--- src/design/z80_bridge_pkg.sv ---
package z80_bridge_pkg;

   // **************************************************
   // Bus widths
   // **************************************************
   localparam int Z80_ADDR_W = 22;                   // Host address bus
   localparam int GPU_ADDR_W = 20;                   // GPU RAM address
   localparam int DATA_W     = 8;                    // Both data buses

   // Decoded Z80 bus command
   typedef enum logic [2:0] {
      CMD_IDLE,                                      // No accepted command
      CMD_READ_MEM,
      CMD_WRITE_MEM,
      CMD_READ_PORT,
      CMD_WRITE_PORT
   } z80_cmd_e;

   // IO port map, low 8 bits of the address
   typedef enum logic [7:0] {
      PORT_KEY_DATA = 8'd240,                        // Keyboard character
      PORT_KEY_STAT = 8'd241,                        // Keyboard status
      PORT_SPKR     = 8'd242,                        // Speaker enable
      PORT_BLNK     = 8'd243                         // Video enable (DAC blank)
   } z80_port_e;

   // Level converter direction
   localparam logic DIR_TO_GPU = 1'b0;               // Z80 drives the data bus
   localparam logic DIR_TO_Z80 = 1'b1;               // Bridge drives the data bus

   // Bank ID bytes, indexed by the low 4 address bits
   localparam logic [DATA_W-1:0] BANK_ID [16] = '{
      8'd9,   8'd3,  8'd71, 8'd80,
      8'd85,  8'd32, 8'd69, 8'd80,
      8'd52,  8'd67, 8'd69, 8'd49,
      8'd48,  8'd0,  8'd255, 8'd255
   };

endpackage

--- src/design/z80_bridge.sv ---
`timescale 1ns/1ps

module z80_bridge #(
   parameter int          USE_Z80_CLK    = 1,
   parameter int          INV_Z80_CLK    = 0,
   parameter int          CLK_FILTER     = 0,        // Memory command filter
   parameter int          CLK_FILTER_P   = 2,        // Port command filter
   parameter logic [2:0]  MEMORY_RANGE   = 3'b010,
   parameter int          MEM_SIZE_BYTES = 40960,
   parameter int          BANK_RESPONSE  = 1,
   parameter logic [14:0] BANK_ID_ADDR   = '1
) (
   input  logic                                   GPU_CLK,
   input  logic                                   rst_n,
   input  logic                                   Z80_CLK,
   input  logic                                   Z80_M1n,
   input  logic                                   Z80_MREQn,
   input  logic                                   Z80_IORQn,
   input  logic                                   Z80_RDn,
   input  logic                                   Z80_WRn,
   input  logic [z80_bridge_pkg::Z80_ADDR_W-1:0]  Z80_addr,
   input  logic [z80_bridge_pkg::DATA_W-1:0]      Z80_wData,
   input  logic                                   PS2_RDY,
   input  logic [z80_bridge_pkg::DATA_W-1:0]      PS2_DAT,
   input  logic [z80_bridge_pkg::DATA_W-1:0]      gpu_rData,
   input  logic                                   gpu_rd_rdy,
   output logic [z80_bridge_pkg::DATA_W-1:0]      Z80_rData,
   output logic                                   Z80_rData_ena,
   output logic                                   Z80_245data_dir,
   output logic [z80_bridge_pkg::GPU_ADDR_W-1:0]  gpu_addr,
   output logic [z80_bridge_pkg::DATA_W-1:0]      gpu_wdata,
   output logic                                   gpu_wr_ena,
   output logic                                   gpu_rd_req,
   output logic                                   SPKR_EN,
   output logic                                   VIDEO_EN
);

   logic m1_n, mreq_n, iorq_n, rd_n, wr_n, zclk;     // Registered bus controls
   logic [z80_bridge_pkg::Z80_ADDR_W-1:0] addr;
   logic [z80_bridge_pkg::DATA_W-1:0]     wdata, mem_rdata, port_rdata;
   logic                                  mem_rvalid, port_rvalid, cmd_start;
   z80_bridge_pkg::z80_cmd_e              cmd;

   z80_bus_sync #(.USE_Z80_CLK(USE_Z80_CLK), .INV_Z80_CLK(INV_Z80_CLK)) u_bus_sync (
      .GPU_CLK, .rst_n, .Z80_CLK, .Z80_M1n, .Z80_MREQn, .Z80_IORQn, .Z80_RDn, .Z80_WRn,
      .Z80_addr, .Z80_wData, .m1_n, .mreq_n, .iorq_n, .rd_n, .wr_n, .addr, .wdata, .zclk
   );

   z80_cmd_filter #(.CLK_FILTER(CLK_FILTER), .CLK_FILTER_P(CLK_FILTER_P)) u_cmd_filter (
      .GPU_CLK, .rst_n, .m1_n, .mreq_n, .iorq_n, .rd_n, .wr_n, .zclk, .cmd, .cmd_start
   );

   z80_mem_window #(
      .MEMORY_RANGE(MEMORY_RANGE), .MEM_SIZE_BYTES(MEM_SIZE_BYTES),
      .BANK_RESPONSE(BANK_RESPONSE), .BANK_ID_ADDR(BANK_ID_ADDR)
   ) u_mem_window (
      .GPU_CLK, .rst_n, .cmd, .cmd_start, .addr, .wdata, .rd_n, .gpu_rData, .gpu_rd_rdy,
      .gpu_addr, .gpu_wdata, .gpu_wr_ena, .gpu_rd_req, .mem_rdata, .mem_rvalid
   );

   z80_io_ports u_io_ports (
      .GPU_CLK, .rst_n, .cmd, .cmd_start,
      .addr       (addr[7:0]),                       // Port number only
      .wdata, .PS2_RDY, .PS2_DAT, .SPKR_EN, .VIDEO_EN, .port_rdata, .port_rvalid
   );

   z80_read_driver u_read_driver (
      .GPU_CLK, .rst_n, .rd_n, .mem_rdata, .mem_rvalid, .port_rdata, .port_rvalid,
      .Z80_rData, .Z80_rData_ena, .Z80_245data_dir
   );

endmodule

--- src/design/z80_bus_sync.sv ---
`timescale 1ns/1ps

module z80_bus_sync #(
   parameter int USE_Z80_CLK = 1,                    // 0 makes every cycle a bus cycle
   parameter int INV_Z80_CLK = 0                     // Invert Z80_CLK before edge detect
) (
   input  logic                                   GPU_CLK,
   input  logic                                   rst_n,
   input  logic                                   Z80_CLK,
   input  logic                                   Z80_M1n,
   input  logic                                   Z80_MREQn,
   input  logic                                   Z80_IORQn,
   input  logic                                   Z80_RDn,
   input  logic                                   Z80_WRn,
   input  logic [z80_bridge_pkg::Z80_ADDR_W-1:0]  Z80_addr,
   input  logic [z80_bridge_pkg::DATA_W-1:0]      Z80_wData,
   output logic                                   m1_n,
   output logic                                   mreq_n,
   output logic                                   iorq_n,
   output logic                                   rd_n,
   output logic                                   wr_n,
   output logic [z80_bridge_pkg::Z80_ADDR_W-1:0]  addr,
   output logic [z80_bridge_pkg::DATA_W-1:0]      wdata,
   output logic                                   zclk
);

   logic zclk_s1, zclk_s2;                           // Z80_CLK sampling stages
   logic edge_r;                                     // Registered edge strobe

   // **************************************************
   // Control lines, idle high out of reset
   // **************************************************
   always_ff @(posedge GPU_CLK) begin
      if (!rst_n) begin
         m1_n   <= 1'b1;
         mreq_n <= 1'b1;
         iorq_n <= 1'b1;
         rd_n   <= 1'b1;
         wr_n   <= 1'b1;
      end else begin
         m1_n   <= Z80_M1n;
         mreq_n <= Z80_MREQn;
         iorq_n <= Z80_IORQn;
         rd_n   <= Z80_RDn;
         wr_n   <= Z80_WRn;
      end
   end

   always_ff @(posedge GPU_CLK) begin
      addr  <= Z80_addr;                             // Address and data are plain payload
      wdata <= Z80_wData;
   end

   // Clock edge detect, either transition counts
   always_ff @(posedge GPU_CLK) begin
      if (!rst_n) begin
         zclk_s1 <= 1'b0;
         zclk_s2 <= 1'b0;
         edge_r  <= 1'b0;
      end else begin
         zclk_s1 <= Z80_CLK ^ (INV_Z80_CLK != 0);    // Optional polarity flip
         zclk_s2 <= zclk_s1;
         edge_r  <= zclk_s1 ^ zclk_s2;               // Stages differ right after a transition
      end
   end

   assign zclk = (USE_Z80_CLK == 0) || edge_r;       // Free running when clock is unused

endmodule

--- src/design/z80_cmd_filter.sv ---
`timescale 1ns/1ps

module z80_cmd_filter #(
   parameter int CLK_FILTER   = 0,                   // Memory command filter, 0..7
   parameter int CLK_FILTER_P = 2                    // Port command filter, 0..7
) (
   input  logic                      GPU_CLK,
   input  logic                      rst_n,
   input  logic                      m1_n,
   input  logic                      mreq_n,
   input  logic                      iorq_n,
   input  logic                      rd_n,
   input  logic                      wr_n,
   input  logic                      zclk,
   output z80_bridge_pkg::z80_cmd_e  cmd,
   output logic                      cmd_start
);

   // Command index 0 read mem, 1 write mem, 2 read port, 3 write port
   logic [3:0] op_dec;                               // Raw decode of bus levels
   logic [3:0] hit;                                  // Filter limit reached on a strobe
   logic [2:0] fc [4];                               // Filter counters
   z80_bridge_pkg::z80_cmd_e last_cmd;               // For the start pulse

   // **************************************************
   // Bus level decode
   // **************************************************
   assign op_dec[0] = m1_n && iorq_n && !mreq_n && !rd_n && wr_n;
   assign op_dec[1] = m1_n && iorq_n && !mreq_n && rd_n && !wr_n;
   assign op_dec[2] = m1_n && !iorq_n && mreq_n && !rd_n && wr_n;
   assign op_dec[3] = m1_n && !iorq_n && mreq_n && rd_n && !wr_n;

   for (genvar i = 0; i < 4; i++) begin : g_filter
      localparam logic [2:0] LIMIT = (i < 2) ? 3'(CLK_FILTER) : 3'(CLK_FILTER_P);
      logic strobe_hi;                               // Strobe of this command released

      assign strobe_hi = (i % 2 == 1) ? wr_n : rd_n;

      always_ff @(posedge GPU_CLK) begin
         if (!rst_n || strobe_hi) begin
            fc[i] <= 3'd0;                           // Restart count on release
         end else if (zclk && op_dec[i] && fc[i] != LIMIT) begin
            fc[i] <= fc[i] + 3'd1;
         end
      end

      assign hit[i] = zclk && op_dec[i] && (fc[i] == LIMIT);
   end

   // **************************************************
   // Accepted command
   // **************************************************
   always_ff @(posedge GPU_CLK) begin
      if (!rst_n) begin
         cmd      <= z80_bridge_pkg::CMD_IDLE;
         last_cmd <= z80_bridge_pkg::CMD_IDLE;
      end else begin
         last_cmd <= cmd;
         case (cmd)
            z80_bridge_pkg::CMD_READ_MEM, z80_bridge_pkg::CMD_READ_PORT: begin
               if (rd_n) cmd <= z80_bridge_pkg::CMD_IDLE;   // RD released
            end
            z80_bridge_pkg::CMD_WRITE_MEM, z80_bridge_pkg::CMD_WRITE_PORT: begin
               if (wr_n) cmd <= z80_bridge_pkg::CMD_IDLE;   // WR released
            end
            default: begin
               if (hit[0])      cmd <= z80_bridge_pkg::CMD_READ_MEM;
               else if (hit[1]) cmd <= z80_bridge_pkg::CMD_WRITE_MEM;
               else if (hit[2]) cmd <= z80_bridge_pkg::CMD_READ_PORT;
               else if (hit[3]) cmd <= z80_bridge_pkg::CMD_WRITE_PORT;
            end
         endcase
      end
   end

   // First cycle of a new command
   assign cmd_start = (cmd != z80_bridge_pkg::CMD_IDLE) && (cmd != last_cmd);

endmodule

--- src/design/z80_io_ports.sv ---
`timescale 1ns/1ps

module z80_io_ports (
   input  logic                               GPU_CLK,
   input  logic                               rst_n,
   input  z80_bridge_pkg::z80_cmd_e           cmd,
   input  logic                               cmd_start,
   input  logic [7:0]                         addr,      // Port number
   input  logic [z80_bridge_pkg::DATA_W-1:0]  wdata,
   input  logic                               PS2_RDY,
   input  logic [z80_bridge_pkg::DATA_W-1:0]  PS2_DAT,
   output logic                               SPKR_EN,
   output logic                               VIDEO_EN,
   output logic [z80_bridge_pkg::DATA_W-1:0]  port_rdata,
   output logic                               port_rvalid
);

   logic [7:0]                        rdy_hist;      // PS2_RDY history
   logic [z80_bridge_pkg::DATA_W-1:0] key_char;      // Last keyboard character
   logic [z80_bridge_pkg::DATA_W-1:0] key_stat;      // Status read counter
   logic rd_go, wr_go, port_hit;

   assign rd_go    = cmd_start && (cmd == z80_bridge_pkg::CMD_READ_PORT);
   assign wr_go    = cmd_start && (cmd == z80_bridge_pkg::CMD_WRITE_PORT);
   assign port_hit = (addr >= z80_bridge_pkg::PORT_KEY_DATA) &&
                     (addr <= z80_bridge_pkg::PORT_BLNK);    // Ports 240..243

   // **************************************************
   // Keyboard and control registers
   // **************************************************
   always_ff @(posedge GPU_CLK) begin
      if (!rst_n) begin
         rdy_hist <= '0;
         key_char <= '0;
         key_stat <= '0;
         SPKR_EN  <= 1'b0;
         VIDEO_EN <= 1'b1;                           // Video on out of reset
         port_rvalid <= 1'b0;
      end else begin
         rdy_hist <= {rdy_hist[6:0], PS2_RDY};
         if (rd_go && addr == z80_bridge_pkg::PORT_KEY_DATA) key_char <= '0;  // Clear on read
         if (rdy_hist == 8'b0000_1111) key_char <= PS2_DAT;    // Ready settled high
         if (rd_go && addr == z80_bridge_pkg::PORT_KEY_STAT) key_stat <= key_stat + 8'd1;
         if (wr_go && addr == z80_bridge_pkg::PORT_SPKR) SPKR_EN  <= wdata[0];
         if (wr_go && addr == z80_bridge_pkg::PORT_BLNK) VIDEO_EN <= wdata[0];
         port_rvalid <= (cmd == z80_bridge_pkg::CMD_READ_PORT) && port_hit;  // Aligned with data
      end
   end

   // Read data captured at the read start
   always_ff @(posedge GPU_CLK) begin
      if (rd_go) begin
         case (addr)
            z80_bridge_pkg::PORT_KEY_DATA: port_rdata <= key_char;
            z80_bridge_pkg::PORT_KEY_STAT: port_rdata <= key_stat;
            z80_bridge_pkg::PORT_SPKR:     port_rdata <= {7'd0, SPKR_EN};
            z80_bridge_pkg::PORT_BLNK:     port_rdata <= {7'd0, VIDEO_EN};
            default:                       port_rdata <= '0;
         endcase
      end
   end

endmodule

--- src/design/z80_mem_window.sv ---
`timescale 1ns/1ps

module z80_mem_window #(
   parameter logic [2:0]  MEMORY_RANGE   = 3'b010,   // addr[21:19] selecting the 512 KB window
   parameter int          MEM_SIZE_BYTES = 40960,    // GPU RAM size, above reads 0xFF
   parameter int          BANK_RESPONSE  = 1,        // Answer bank ID reads
   parameter logic [14:0] BANK_ID_ADDR   = '1        // addr[18:4] of the bank ID block
) (
   input  logic                                   GPU_CLK,
   input  logic                                   rst_n,
   input  z80_bridge_pkg::z80_cmd_e               cmd,
   input  logic                                   cmd_start,
   input  logic [z80_bridge_pkg::Z80_ADDR_W-1:0]  addr,
   input  logic [z80_bridge_pkg::DATA_W-1:0]      wdata,
   input  logic                                   rd_n,
   input  logic [z80_bridge_pkg::DATA_W-1:0]      gpu_rData,
   input  logic                                   gpu_rd_rdy,
   output logic [z80_bridge_pkg::GPU_ADDR_W-1:0]  gpu_addr,
   output logic [z80_bridge_pkg::DATA_W-1:0]      gpu_wdata,
   output logic                                   gpu_wr_ena,
   output logic                                   gpu_rd_req,
   output logic [z80_bridge_pkg::DATA_W-1:0]      mem_rdata,
   output logic                                   mem_rvalid
);

   localparam logic [19:0] MEM_LIMIT = 20'(MEM_SIZE_BYTES);

   logic in_bank, in_range, in_id;                   // Window decode
   logic wr_go, rd_go;                               // Start of a RAM access
   logic rd_pend;                                    // Waiting for gpu_rd_rdy

   assign in_bank  = (addr[21:19] == MEMORY_RANGE);
   assign in_range = in_bank && ({1'b0, addr[18:0]} < MEM_LIMIT);
   assign in_id    = in_bank && (addr[18:4] == BANK_ID_ADDR);

   assign wr_go = cmd_start && (cmd == z80_bridge_pkg::CMD_WRITE_MEM) && in_range;
   assign rd_go = cmd_start && (cmd == z80_bridge_pkg::CMD_READ_MEM) && in_range;

   // **************************************************
   // GPU RAM requests
   // **************************************************
   always_ff @(posedge GPU_CLK) begin
      if (!rst_n) begin
         gpu_wr_ena <= 1'b0;
         gpu_rd_req <= 1'b0;
         rd_pend    <= 1'b0;
      end else begin
         gpu_wr_ena <= wr_go;                        // One cycle pulses
         gpu_rd_req <= rd_go;
         if (rd_go)                   rd_pend <= 1'b1;
         else if (gpu_rd_rdy || rd_n) rd_pend <= 1'b0;  // Late ready is dropped
      end
   end

   always_ff @(posedge GPU_CLK) begin
      if (wr_go || rd_go) gpu_addr <= addr[19:0];
      if (wr_go)          gpu_wdata <= wdata;
   end

   // Read answer, RAM data or the out of range filler
   always_comb begin
      if (rd_pend && gpu_rd_rdy)
         mem_rdata = gpu_rData;
      else if (BANK_RESPONSE != 0 && in_id)
         mem_rdata = z80_bridge_pkg::BANK_ID[addr[3:0]];
      else
         mem_rdata = 8'hFF;
   end

   assign mem_rvalid = (rd_pend && gpu_rd_rdy) ||
                       ((cmd == z80_bridge_pkg::CMD_READ_MEM) && in_bank && !in_range);

endmodule

--- src/design/z80_read_driver.sv ---
`timescale 1ns/1ps

module z80_read_driver (
   input  logic                               GPU_CLK,
   input  logic                               rst_n,
   input  logic                               rd_n,
   input  logic [z80_bridge_pkg::DATA_W-1:0]  mem_rdata,
   input  logic                               mem_rvalid,
   input  logic [z80_bridge_pkg::DATA_W-1:0]  port_rdata,
   input  logic                               port_rvalid,
   output logic [z80_bridge_pkg::DATA_W-1:0]  Z80_rData,
   output logic                               Z80_rData_ena,
   output logic                               Z80_245data_dir
);

   // **************************************************
   // Data bus drive, held until RD goes away
   // **************************************************
   always_ff @(posedge GPU_CLK) begin
      if (!rst_n || rd_n) begin                      // Idle, converter back toward GPU
         Z80_rData       <= '0;
         Z80_rData_ena   <= 1'b0;
         Z80_245data_dir <= z80_bridge_pkg::DIR_TO_GPU;
      end else if (!Z80_rData_ena && (mem_rvalid || port_rvalid)) begin
         Z80_rData       <= mem_rvalid ? mem_rdata : port_rdata;  // First answer wins
         Z80_rData_ena   <= 1'b1;
         Z80_245data_dir <= z80_bridge_pkg::DIR_TO_Z80;
      end
   end

endmodule

--- config.mk ---
export PLATFORM = sky130hd
export DESIGN_NAME = z80_bridge
export DESIGN_NICKNAME = d
export VERILOG_FILES = /design/src/design/z80_bridge_pkg.sv /design/src/design/z80_bridge.sv /design/src/design/z80_bus_sync.sv /design/src/design/z80_cmd_filter.sv /design/src/design/z80_io_ports.sv /design/src/design/z80_mem_window.sv /design/src/design/z80_read_driver.sv
export SDC_FILE = /design/constraint.sdc
export NUM_CORES = 1
export LEC_CHECK = 0
export ABC_AREA = 1
export BUFFER_PORTS_ARGS = -buffer_cell sky130_fd_sc_hd__buf_2
export CAP_MARGIN = 20
export CORE_MARGIN = 1
export CORE_UTILIZATION = 45
export CTS_CLUSTER_DIAMETER = 150
export DETAILED_ROUTE_END_ITERATION = 8
export PLACE_DENSITY = 0.73
export SYNTH_ARGS = -nofsm -noshare
export SYNTH_HDL_FRONTEND = slang
export SYNTH_SLANG_ARGS = --single-unit
--- constraint.sdc ---
create_clock -name GPU_CLK -period 2.9 [get_ports GPU_CLK]
set_input_delay 0.29 -clock GPU_CLK [delete_from_list [all_inputs] [get_ports GPU_CLK]]
set_output_delay 0.29 -clock GPU_CLK [all_outputs]
set_load 0.005 [all_outputs]
==> out/results.env, run 1 <==
NUMBER_OF_BUFFERS_ADDED_BY_THE_CLOCK_TREE_SYNTHESIS_STEP=17
WORST_CASE_HEADROOM_TO_THE_MAX_SLEW_LIMIT_PCT=47.09
FLOORPLAN.ROWS=39
GRT_PASS1_VIAS=4005
POSTCTSHOLDBUFS=30
SYN_TO_LAYOUT_AREA_DELTA_PCT=28.75
DRT-TOTAL-WL_UM=10960
LAYOUT_MIN_CYCLE_TIME_NS=2.021
CTSHTREEMAXLEVEL=4
N_ANTENNA_CELL=0
SYNTH_TOP_CELLS_BY_AREA='dfxtp_1 32%, edfxtp_1 27%, nand2_1 9.9%'
MAXIMUM_IR_DROP_ON_THE_VDD_RAIL_mV=0.4332
CP_DATA_ARRIVAL_TIME_NS=2.12
CTS.SINK_COUNT=131
HPWLAFTERDP_UM=7717
DIE_X_UM=110.2
SYNTH_FP_NETS=647
CRIT_REQUIRED_NS=3.00
WORSTPATHCELLLIST='inv_1 > nand2_1 > nor2_1 > nand3_1 > inv_1 > nand2_1 > nor2_1 > buf_4 > inv_1 > nand2_1 > buf_4'
WORST-PATH-BUF-INV=5
RR_ENDPOINT='u_mem_window.gpu_addr[15]$_DFFE_PP_'
CORE_REGION_AREA_UM2=11420
POWER_DENSITY_nW_PER_UM2=625.0
CP_SLOWEST_CELL='dfxtp_1'
CTS_TREE='built'
PLACE.DETAILED.INSTANCES=811
TOTAL_NUMBER_OF_VIAS=4123
FRACTION_OF_THE_MAPPED_NETLIST_AREA_IN_COMPOUND_GATES_PCT=4.630
NETS=786
GP_CONGESTION=0.9147
OVERALL_GLOBAL_ROUTING_RESOURCE_USAGE_PCT=19.97
CP-END-KIND='register'
PWR-SHARE-COMB_PCT=4.4
SYNTH_CELL_TYPE_COUNT=36
GRT_PASS1_WL_UM=18050
CRIT_PATH_START_KIND='register'
UNREPAIRED_SETUP_ENDPOINTS_AFTER_GLOBAL_ROUTING='false'
FINAL_UTIL_PCT=59.42
VIAS_PER_CELL=4.723
DRV_SLEW=0
TIMING.HOLD.WORST.CLASS='input port to register'
STATUS='completed'
HOLD_PATH_DEPTH=3
SYNTHESIS.AREA_UM2=5270
MUXSHAREOFSYNTHAREA_PCT=0
WHS_ENDPOINT='u_bus_sync.zclk_s1$_SDFF_PN0_'
LARGEST_FAMILY_OF_LOGIC_CELLS_BY_SYNTHESIZED_AREA='simple AND/OR/NAND/NOR gates'
WORST_SKEW_PAIR.LATE_LATENCY_NS=0.42
MAXIMUM_NUMBER_OF_PINS_ON_ONE_NET_BEFORE_GLOBAL_ROUTE_REPAIR=27
WORST_PIN_SLEW_NS=0.7929
CTS_MAX_PATH_BUFFERS=2
POWER.SHARE.CLOCK_PCT=49.1
PORTS_PLACED_ON_THE_BOUNDARY=98
ANTENNA_LEFT=0
REG2REG_FROM='u_bus_sync.addr[19]$_DFF_P_'
WORSTPATHMAXFANOUT=20
CRIT_TYPE='register to register'
CLK_PIN_SLEW_WORST_PATHS_NS=0.06
NUMPORTBUFFERS=97
SYNTHSIMPLEGATEAREAFRAC_PCT=24.15
SYNTH_XOR_XNOR_AREA_SHARE_PCT=1.994
FINALSETUPTNS_NS=0
POWER.SWITCHING_mW=0.9397
POWER.SHARE.SWITCHING_PCT=22.16
GRT_OVERFLOW_TOTAL=0
DIE_Y_UM=110.2
DRT_FIRST_ITER_VIOLATIONS=261
SYNTH_SEQ_CELLS=131
SYNTH_ADDER_AREA_SHARE_PCT=3.086
FMAXACHIEVABLE_MHz=494.8
DRT_DRC_VIOLATIONS_LEFT=0
DIE_AREA_UM2=12150
WL_PER_CELL_UM=12.55
P_INT_mW=3.301
PERIOD_UTILIZATION_POST_ROUTE_PCT=69.70
MAX_CAP_VIOL_COUNT=0
FINAL_CELL_COUNT_NO_FILL=873
CRITICAL_PATH.MAX_STAGE_DELAY_NS=0.31
PATH_DELAY_FAMILY='buffers and inverters'
CTS_SETUP_BUFFERS=0
INITIAL_UTILIZATION_PCT=46.15
SYNTH_TOP_AREA_SHARE_PCT=31.53
YOSYSSEQAREASHARE_PCT=58.88
SYNTH-WARNING-COUNT=0
TOTAL_POWER_mW=4.241
HOLD_VIOL_FINAL=0
SHARE_OF_FINAL_LAYOUT_STANDARD_CELLS_STRONGER_THAN_DRIVE_STRENGTH_1_PCT=22.19
SEQPWRFRAC_PCT=46.6
WORSTHOLDSTART='Z80_CLK'
NETLIST.TOP_CELL.BY_AREA='dfxtp_1'
CTS_ROOT_BUF='clkbuf_16'
CTS.REPAIR.RESIZED=0
FIRSTDRTPASSITERS=5
ANTENNA_FOUND_INITIAL=0
POST_SYNTH_INST_COUNT=578
WORST-R2R-SETUP-SLACK_NS=0.88
FINALSETUPVIOLATIONS=0
POST_SYNTH.CELL_AREA_AVG_UM2=9.118
CELLLEAKAGEPOWER_nW=3.117
RR_WORST_DEPTH=11
FINALCLOCKSKEW_NS=0.008927
[power by group through the flow]
stage | logic, mW | clock network (mW) | registers (mW)
after floorplan | 0.103 | 0 | 2.00
after global placement | 0.148 | 0 | 2.01
after detailed placement | 0.153 | 0 | 2.01
after CTS | 0.186 | 2.11 | 1.97
after global routing | 0.211 | 2.18 | 1.98
final | 0.186 | 2.08 | 1.97
[cells by family after synthesis]
| logic type | Yosys count |
|---|---|
| buffers and inverters | 97 |
| AND/OR/NAND/NOR | 279 |
| adder cells (fa/ha/maj) | 13 |
| AO/OA/AOI/OAI | 46 |
| XOR/XNOR | 12 |
| flip-flops | 131 |
[worst min-delay path: cells and delay by family]
family                 cells  cell delay, ns
AND/OR/NAND/NOR            1            0.04
buffers and inverters      2            0.11
[area by class of cell]
cell class	instances	area, µm²
Timing Repair Buffer	130	808.3
Clock inverter	15	156.4
Tap cell	143	178.9
Multi-Input combinational cell	350	1784
Sequential cell	131	3103
Inverter	87	329.1
Fill cell	959	4633
Clock buffer	17	425.4
[metal layers]
metal  wire length, µm  global-route usage (%)  share of wire (%)
met2              5395                   33.53                 49
met5                 0                       0                  0
met1              4659                   23.47                 43
met4               326                   10.62                3.0
met3               574                   5.173                5.2
[cells in the final DEF, fill, tap and decap left out, types with 8 or more instances in the layout]
master	instances
clkbuf_16	17
ha_1	13
nand3_1	41
o21ai_0	17
inv_1	82
dfxtp_1	83
xnor2_1	8
nand2_1	139
dlygate4sd3_1	30
buf_2	97
edfxtp_1	48
or2_2	12
nor2_1	59
nor3_1	8
a21oi_1	23
[cells in the mapped netlist, drive strengths merged]
cell	instances
nand3b	4
clkbuf	6
o21bai	1
nand4	3
o22ai	1
nor4	1
nor3	10
nor2	61
xor2	4
nand3	45
inv	87
o211ai	1
a21oi	24
edfxtp	48
o21ai	18
buf	4
xnor2	8
ha	13
nand2	143
dfxtp	83
o2111ai	1
or2	12
[how the worst max path moves through the flow]
| stage | endpoint | slack [ns] | start | depth (start not counted) |
|---|---|---|---|---|
| 6_report | u_mem_window.gpu_addr[15]$_DFFE_PP_ | 0.88 | u_bus_sync.addr[19]$_DFF_P_ | 11 |
| 5_1_grt | u_mem_window.gpu_addr[16]$_DFFE_PP_ | 0.72 | u_bus_sync.addr[19]$_DFF_P_ | 11 |
| 4_1_cts | u_mem_window.gpu_addr[15]$_DFFE_PP_ | 0.88 | u_bus_sync.addr[19]$_DFF_P_ | 11 |
| 3_5_place_dp | u_cmd_filter.fc[0][1]$_SDFFCE_PN0P_ | 0.87 | rst_n | 5 |
| 3_3_place_gp | u_mem_window.gpu_addr[2]$_DFFE_PP_ | 1.02 | u_bus_sync.addr[19]$_DFF_P_ | 11 |
| 2_1_floorplan | u_mem_window.gpu_addr[0]$_DFFE_PP_ | 0.69 | u_bus_sync.addr[19]$_DFF_P_ | 9 |
[registers in the layout, summed over array words and instances, names as in the netlist, 3 cells and up]
register / flops
u_read_driver.Z80_rData: 8
u_io_ports.key_char: 8
u_io_ports.port_rdata: 8
u_cmd_filter.fc: 12
u_bus_sync.wdata: 8
u_mem_window.gpu_addr: 20
u_io_ports.rdy_hist: 8
u_io_ports.key_stat: 8
u_mem_window.gpu_wdata: 8
u_cmd_filter.cmd: 3
u_bus_sync.addr: 22
u_cmd_filter.last_cmd: 3
[through the flow]
step                hold slack [ns]  area (µm²)  setup slack, ns
detailed placement           0.3910        5903           0.8744
finish                      0.05149        6785           0.8788
floorplan                    0.3177        5270           0.6874
global placement             0.3909        5903            1.015
CTS                         0.03820        6785           0.8773
global route                0.05196        6785           0.7229
No activity file was read; power rests on OpenSTA's default activity.
==> inputs of run 2 (changes only) <==
- PLACE_DENSITY: 0.73 -> 0.75
- clock period: 2.9 -> 1.72 ns (I/O delays scaled with it)
==> run 2 against run 1 <==
Worst hold slack got worse by 0.034 ns. Count of clock-buffer cells in the layout grew 5. Fmax is 21% higher. Highest routed layer unchanged. Power up 75%.
==> out/results.env, run 2 (synthesis results as in run 1) <==
STATUS='completed'  # unchanged
INITIAL_UTILIZATION_PCT=46.15  # unchanged
FIRSTDRTPASSITERS=5  # unchanged
CTSHTREEMAXLEVEL=4  # unchanged
DIE_X_UM=110.2  # unchanged
CRIT_REQUIRED_NS=1.84  # was 3.00 ns
FIN_WORST_HOLD_SLACK_NS=0.01756  # was 0.05149 ns
N_ANTENNA_CELL=0  # unchanged
WORST_SKEW_PAIR.LATE_LATENCY_NS=0.42  # about the same
CORE_REGION_AREA_UM2=11420  # unchanged
MAX_CAP_VIOL_COUNT=0  # unchanged
HOLD_VIOL_FINAL=0  # unchanged
FINALSETUPVIOLATIONS=0  # unchanged
ANTENNA_FOUND_INITIAL=0  # unchanged
CLK_PIN_SLEW_WORST_PATHS_NS=0.06  # about the same
CRIT_TYPE='register to register'  # unchanged
WORSTPATHCELLLIST='inv_1 > nand2_1 > nor2_1 > nand3_1 > inv_1 > nand2_1 > nor2_4 > inv_2 > nand2_4'  # was inv_1 > nand2_1 > nor2_1 > nand3_1 > inv_1 > nand2_1 > nor2_1 > buf_4 > inv_1 > nand2_1 > buf_4
DRT_DRC_VIOLATIONS_LEFT=0  # unchanged
NUMPORTBUFFERS=97  # unchanged
GRT_OVERFLOW_TOTAL=0  # unchanged
FINALSETUPTNS_NS=0  # unchanged
CP_DATA_ARRIVAL_TIME_NS=1.78  # was 2.12 ns
FMAXACHIEVABLE_MHz=601.0  # was 494.8 MHz
WORST_PIN_SLEW_NS=0.4459  # was 0.7929 ns
WL_PER_CELL_UM=13.32  # was 12.55 µm
NETS=813  # was 786
CP_SLOWEST_CELL='dfxtp_1'  # unchanged
WORST-PATH-BUF-INV=3  # was 5
DRV_SLEW=0  # unchanged
FINALCLOCKSKEW_NS=0.01144  # was 0.008927 ns
DRT-TOTAL-WL_UM=11990  # was 10,960 µm
DIE_Y_UM=110.2  # unchanged
CRIT_PATH_START_KIND='register'  # unchanged
DIE_AREA_UM2=12150  # unchanged
DESIGN_AREA_UM2=7126  # was 6785 µm²
DRT_FIRST_ITER_VIOLATIONS=301  # was 261
FINAL_COMMON_CELL='nand2_1'  # unchanged
VIAS_PER_CELL=4.777  # was 4.723
POWER_DENSITY_nW_PER_UM2=1039  # was 625.0 nW/µm²
CTS.SINK_COUNT=131  # unchanged
LAYOUT_MIN_CYCLE_TIME_NS=1.664  # was 2.021 ns
CRITICAL_PATH.MAX_STAGE_DELAY_NS=0.32  # was 0.31 ns
FINAL_CELL_MIX='138 x nand2_1, 97 x buf_2, 81 x inv_1, 81 x dfxtp_1, 56 x nor2_1'  # was 139 x nand2_1, 97 x buf_2, 83 x dfxtp_1, 82 x inv_1, 59 x nor2_1
TOTAL_NUMBER_OF_VIAS=4299  # was 4,123
LARGEST_REG_FLOPS=22  # unchanged
FLOORPLAN.ROWS=39  # unchanged
GRT_PASS1_VIAS=4222  # was 4,005
TIMING.HOLD.WORST.CLASS='input port to register'  # unchanged
CTS_MAX_PATH_BUFFERS=2  # unchanged
CTS_TREE='built'  # unchanged
ANTENNA_LEFT=0  # unchanged
FILLCELLCOUNT=935  # was 959
DPL_CELL_AREA_UM2=6028  # was 5903 µm²
SYN_TO_LAYOUT_AREA_DELTA_PCT=35.21  # was 28.75%
PATH_DELAY_FAMILY='simple AND/OR/NAND/NOR gates'  # was buffers and inverters
GP_CONGESTION=0.8603  # was 0.9147
MAXIMUM_NUMBER_OF_PINS_ON_ONE_NET_BEFORE_GLOBAL_ROUTE_REPAIR=25  # was 27
MAXIMUM_IR_DROP_ON_THE_VDD_RAIL_mV=0.6827  # was 0.4332 mV
NUMBER_OF_BUFFERS_ADDED_BY_THE_CLOCK_TREE_SYNTHESIS_STEP=17  # unchanged
FINAL_CELL_COUNT_NO_FILL=900  # was 873
PLACE.DETAILED.INSTANCES=824  # was 811
FINAL_UTIL_PCT=62.40  # was 59.42%
CTS_ROOT_BUF='clkbuf_16'  # unchanged
LARGEST-REGISTER='u_bus_sync.addr'  # unchanged
PORTS_PLACED_ON_THE_BOUNDARY=98  # unchanged
PERIOD_UTILIZATION_POST_ROUTE_PCT=96.73  # was 69.70%
CELLLEAKAGEPOWER_nW=3.264  # was 3.117 nW
WORSTPATHMAXFANOUT=10  # was 20
CP-END-KIND='register'  # unchanged
OVERALL_GLOBAL_ROUTING_RESOURCE_USAGE_PCT=21.07  # was 19.97%
LARGESTREGISTERS='u_bus_sync.addr: 22 flops, u_mem_window.gpu_addr: 20 flops, u_cmd_filter.fc: 12 flops'  # unchanged
SHARE_OF_FINAL_LAYOUT_STANDARD_CELLS_STRONGER_THAN_DRIVE_STRENGTH_1_PCT=24.70  # was 22.19%
WORST_CASE_HEADROOM_TO_THE_MAX_SLEW_LIMIT_PCT=69.96  # was 47.09%
GRT_PASS1_WL_UM=18940  # was 18,050 µm
HPWLAFTERDP_UM=8193  # was 7717 µm
-- run 2: per-stage QoR --
| step | setup WS, ns | total power, mW |
|---|---|---|
| after floorplan | 0.03656 | 3.545 |
| after CTS | 0.03357 | 7.445 |
| after detailed placement | 0.04712 | 3.676 |
| after global placement | 0.1242 | 3.655 |
| final | 0.05624 | 7.406 |
| after global routing | -0.06609 | 7.618 |
-- run 2: repair_timing --
| item | in CTS | in global routing |
|---|---|---|
| buffers inserted | 0 | 0 |
| endpoints found under the setup margin | 0 | 34 |
| hold endpoints to repair | 43 | 0 |
| gates resized for setup | 0 | 11 |
| hold buffers | 43 | 0 |
-- run 2: worst register-to-register path: stages, from the launching register on --
cell and delay (ns):
dfxtp_1 0.32, inv_1 0.06, nand2_1 0.07, nor2_1 0.18, nand3_1 0.17, inv_1 0.12, nand2_1 0.10, nor2_4 0.10
inv_2 0.09, nand2_4 0.16
-- run 2: power breakdown --
part / leakage [nW] / internal, mW / switching (mW)
registers: 1.17 / 3.28 / 0.0569
clock network: 0.296 / 2.38 / 1.33
logic: 1.80 / 0.186 / 0.180
total: 3.26 / 5.84 / 1.57
-- run 2: final cells by class --
class,instances,area [µm²],area share [%]
clock inverter,10,118.9,1.668
multi-input combinational,351,1839,25.81
inverter,87,329.1,4.618
tap,143,178.9,2.511
sequential,131,3105,43.58
clock buffer,22,505.5,7.094
timing repair buffer,156,1049,14.71
-- run 2: layer usage --
layer  routed length, µm  track usage, %  vias to the layer above  share of wire (%)
met5                   0               0                        -                  0
met4                 356           11.00                        0                3.0
met3                 714           5.820                       33                6.0
met2                6062           37.59                      138                 51
met1                4857           22.74                     1958                 41
li1                    -               -                     2170                  -
-- run 2: final timing paths --
path / start / to / slack [ns] / cells past startpoint
min reg2reg: u_bus_sync.wdata[2]$_DFF_P_ / u_mem_window.gpu_wdata[2]$_DFFE_PP_ / 0.40 / 0
max reg2reg: u_bus_sync.addr[18]$_DFF_P_ / u_mem_window.gpu_addr[11]$_DFFE_PP_ / 0.06 / 9
max: u_bus_sync.addr[18]$_DFF_P_ / u_mem_window.gpu_addr[11]$_DFFE_PP_ / 0.06 / 9
min: PS2_DAT[4] / u_io_ports.key_char[4]$_SDFFE_PN0P_ / 0.02 / 3
==> inputs of run 3 (changes only) <==
- CORE_ASPECT_RATIO: unset -> 0.9
==> run 3 against run 2 <==
Largest cell class unchanged. Critical path depth is 2 lower. Sequential power about the same. Clock skew fell by 0.0057 ns. Via count down 1.5%. Combinational power shrank 1%. Critical endpoint is now u_mem_window.gpu_addr[1]$_DFFE_PP_. Core utilization down 1.3 points. Design area shrank 1.9%.
==> out/results.env, run 3 (synthesis results as in run 1) <==
FINAL_COMMON_CELL='nand2_1'  # unchanged
POWER_DENSITY_nW_PER_UM2=984.7  # was 1039 nW/µm²
PATH_DELAY_FAMILY='simple AND/OR/NAND/NOR gates'  # unchanged
FIRSTDRTPASSITERS=6  # was 5
MULTI_INPUT_COMBINATIONAL_CELL_AREA_UM2=1813  # was 1839 µm²
OVERALL_GLOBAL_ROUTING_RESOURCE_USAGE_PCT=20.83  # was 21.07%
LARGESTREGISTERS='u_bus_sync.addr: 22 flops, u_mem_window.gpu_addr: 20 flops, u_cmd_filter.fc: 12 flops'  # unchanged
TOTAL_NUMBER_OF_VIAS=4234  # was 4,299
CTS.SINK_COUNT=131  # unchanged
FIN_WORST_HOLD_SLACK_NS=0.01176  # was 0.01756 ns
HOLD_VIOL_FINAL=0  # unchanged
DRT_FIRST_ITER_VIOLATIONS=267  # was 301
NETS=810  # was 813
CORE_REGION_AREA_UM2=11430  # was 11,420 µm²
DIE_AREA_UM2=12150  # about the same
NUMPORTBUFFERS=97  # unchanged
PORTS_PLACED_ON_THE_BOUNDARY=98  # unchanged
FINALCLOCKSKEW_NS=0.005772  # was 0.01144 ns
CTS_TREE='built'  # unchanged
FINALSETUPVIOLATIONS=0  # unchanged
FLOORPLAN.ROWS=37  # was 39
RR_ENDPOINT='u_mem_window.gpu_addr[1]$_DFFE_PP_'  # was u_mem_window.gpu_addr[11]$_DFFE_PP_
STATUS='completed'  # unchanged
FMAXACHIEVABLE_MHz=626.4  # was 601.0 MHz
DIE_X_UM=116.1  # was 110.2 µm
LARGEST-REGISTER='u_bus_sync.addr'  # unchanged
RR_WORST_DEPTH=7  # was 9
N_ANTENNA_CELL=0  # unchanged
CP_DATA_ARRIVAL_TIME_NS=1.71  # was 1.78 ns
SYN_TO_LAYOUT_AREA_DELTA_PCT=32.60  # was 35.21%
WHS_ENDPOINT='u_io_ports.key_char[7]$_SDFFE_PN0P_'  # was u_io_ports.key_char[4]$_SDFFE_PN0P_
TIMING.HOLD.WORST.CLASS='input port to register'  # unchanged
WORST-R2R-SETUP-SLACK_NS=0.12  # was 0.06 ns
ANTENNA_FOUND_INITIAL=0  # unchanged
MAX_CAP_VIOL_COUNT=0  # unchanged
UNREPAIRED_SETUP_ENDPOINTS_AFTER_GLOBAL_ROUTING='true'
WORSTHOLDSTART='PS2_DAT[7]'  # was PS2_DAT[4]
MAXIMUM_IR_DROP_ON_THE_VDD_RAIL_mV=0.7013  # was 0.6827 mV
NUMBER_OF_BUFFERS_ADDED_BY_THE_CLOCK_TREE_SYNTHESIS_STEP=17  # unchanged
CRIT_TYPE='register to register'  # unchanged
CELLLEAKAGEPOWER_nW=3.213  # was 3.264 nW
DRV_SLEW=0  # unchanged
CRITICAL_PATH.MAX_STAGE_DELAY_NS=0.31  # was 0.32 ns
SHARE_OF_FINAL_LAYOUT_STANDARD_CELLS_STRONGER_THAN_DRIVE_STRENGTH_1_PCT=23.87  # was 24.70%
SEQUENTIAL_CELL_AREA_UM2=3105  # unchanged
WORST-PATH-BUF-INV=2  # was 3
GRT_PASS1_VIAS=4232  # was 4,222
WORST_SKEW_PAIR.LATE_LATENCY_NS=0.42  # about the same
CP_SLOWEST_CELL='dfxtp_1'  # unchanged
FILLCELLCOUNT=954  # was 935
VIAS_PER_CELL=4.653  # was 4.777
CLK_PIN_SLEW_WORST_PATHS_NS=0.05  # was 0.06 ns
ANTENNA_LEFT=0  # unchanged
FINAL_CELL_MIX='138 x nand2_1, 97 x buf_2, 82 x inv_1, 81 x dfxtp_1, 56 x nor2_1'  # was 138 x nand2_1, 97 x buf_2, 81 x inv_1, 81 x dfxtp_1, 56 x nor2_1
WL_PER_CELL_UM=12.86  # was 13.32 µm
WORSTPATHCELLLIST='inv_1 > nand2_1 > nor2_1 > nand3_1 > inv_1 > nand3_1 > nand2_8'  # was inv_1 > nand2_1 > nor2_1 > nand3_1 > inv_1 > nand2_1 > nor2_4 > inv_2 > nand2_4
LAYOUT_MIN_CYCLE_TIME_NS=1.596  # was 1.664 ns
LARGEST_REG_FLOPS=22  # unchanged
INITIAL_UTILIZATION_PCT=46.09  # was 46.15%
GP_CONGESTION=0.9008  # was 0.8603
CRIT_REQUIRED_NS=1.83  # was 1.84 ns
WORST_PIN_SLEW_NS=0.4390  # was 0.4459 ns
DRT_DRC_VIOLATIONS_LEFT=0  # unchanged
GRT_PASS1_WL_UM=19220  # was 18,940 µm
CTSHTREEMAXLEVEL=4  # unchanged
CRIT_PATH_START_KIND='register'  # unchanged
DRT-TOTAL-WL_UM=11700  # was 11,990 µm
WORST_CASE_HEADROOM_TO_THE_MAX_SLEW_LIMIT_PCT=70.43  # was 69.96%
GRT_OVERFLOW_TOTAL=0  # unchanged
CTS_ROOT_BUF='clkbuf_16'  # unchanged
PERIOD_UTILIZATION_POST_ROUTE_PCT=92.81  # was 96.73%
HOLD_PATH_DEPTH=3  # unchanged
WORSTPATHMAXFANOUT=20  # was 10
REG2REG_FROM='u_bus_sync.addr[19]$_DFF_P_'  # was u_bus_sync.addr[18]$_DFF_P_
TOTAL_POWER_mW=6.881  # was 7.406 mW
CP-END-KIND='register'  # unchanged
DIE_Y_UM=104.7  # was 110.2 µm
CTS_MAX_PATH_BUFFERS=2  # unchanged
MAXIMUM_NUMBER_OF_PINS_ON_ONE_NET_BEFORE_GLOBAL_ROUTE_REPAIR=25  # unchanged
HPWLAFTERDP_UM=8254  # was 8193 µm
-- run 3: changes by cell type in the layout (fill, tap and decap cells not counted), sizes merged, moves of 2 or more --
cell | previous run | this run
clkinv | 2 | 7
dlygate4sd3 | 43 | 39
buf | 113 | 115
bufinv | 2 | 0
clkinvlp | 4 | 2
inv | 89 | 87
-- run 3: through the flow --
stage,instances,worst slack [ns],util (%),cell area (µm²),setup TNS [ns]
floorplan,578,0.03656,-,5285,0
global placement,838,0.1414,52.82,6040,0
detailed placement,838,0.007175,52.82,6040,0
CTS,909,0.08104,60.91,6965,0
global route,910,-0.004368,61.11,6988,-0.004368
finish,910,0.1236,61.11,6988,0
-- run 3: repair_timing --
item | CTS | global route
setup buffers | 0 | 1
hold buffers | 39 | 0
pin swaps | 0 | 1
gates resized for setup | 1 | 7
endpoints found under the setup margin | 1 | 27
hold endpoints to repair | 39 | 0
-- run 3: how the worst max path moves through the flow --
| stage | startpoint | end | slack, ns | cells past startpoint |
|---|---|---|---|---|
| global route | u_bus_sync.addr[1]$_DFF_P_ | u_io_ports.key_stat[2]$_SDFFE_PN0P_ | -0.004 | 8 |
| finish | u_bus_sync.addr[19]$_DFF_P_ | u_mem_window.gpu_addr[1]$_DFFE_PP_ | 0.12 | 7 |
| CTS | u_bus_sync.addr[1]$_DFF_P_ | u_io_ports.port_rdata[2]$_DFFE_PN_ | 0.08 | 6 |
| floorplan | u_bus_sync.addr[19]$_DFF_P_ | u_mem_window.gpu_addr[0]$_DFFE_PP_ | 0.04 | 9 |
| global placement | u_bus_sync.addr[13]$_DFF_P_ | u_mem_window.gpu_addr[2]$_DFFE_PP_ | 0.14 | 7 |
| detailed placement | u_cmd_filter.cmd[2]$_SDFFE_PN0P_ | u_cmd_filter.cmd[2]$_SDFFE_PN0P_ | 0.007 | 9 |
-- run 3: routing by layer --
| layer | vias to the layer above | share of wire, % | track usage [%] |
|---|---|---|---|
| li1 | 2172 | - | - |
| met1 | 1917 | 44 | 25.35 |
| met2 | 123 | 48 | 33.55 |
| met3 | 22 | 5.5 | 6.265 |
| met4 | 0 | 2.4 | 9.707 |
| met5 | - | 0 | 0 |
-- run 3: layout make-up --
class | instances | area share (%)
sequential | 131 | 44.44
multi-input combinational | 350 | 25.94
timing repair buffer | 154 | 14.47
clock buffer | 23 | 6.840
inverter | 87 | 4.709
tap | 156 | 2.793
clock inverter | 9 | 0.8057
-- run 3: power by group --
group	total [mW]	switching [mW]	leakage, nW	internal [mW]
clock	3.19	1.25	0.260	1.94
sequential	3.33	0.0537	1.17	3.28
combinational	0.363	0.180	1.79	0.183
total	6.88	1.48	3.21	5.40
-- run 3: tightest hold or removal path, stage by stage --
cell     delay (ns)
buf_2          0.10
nand2_1        0.05
a21oi_1        0.06
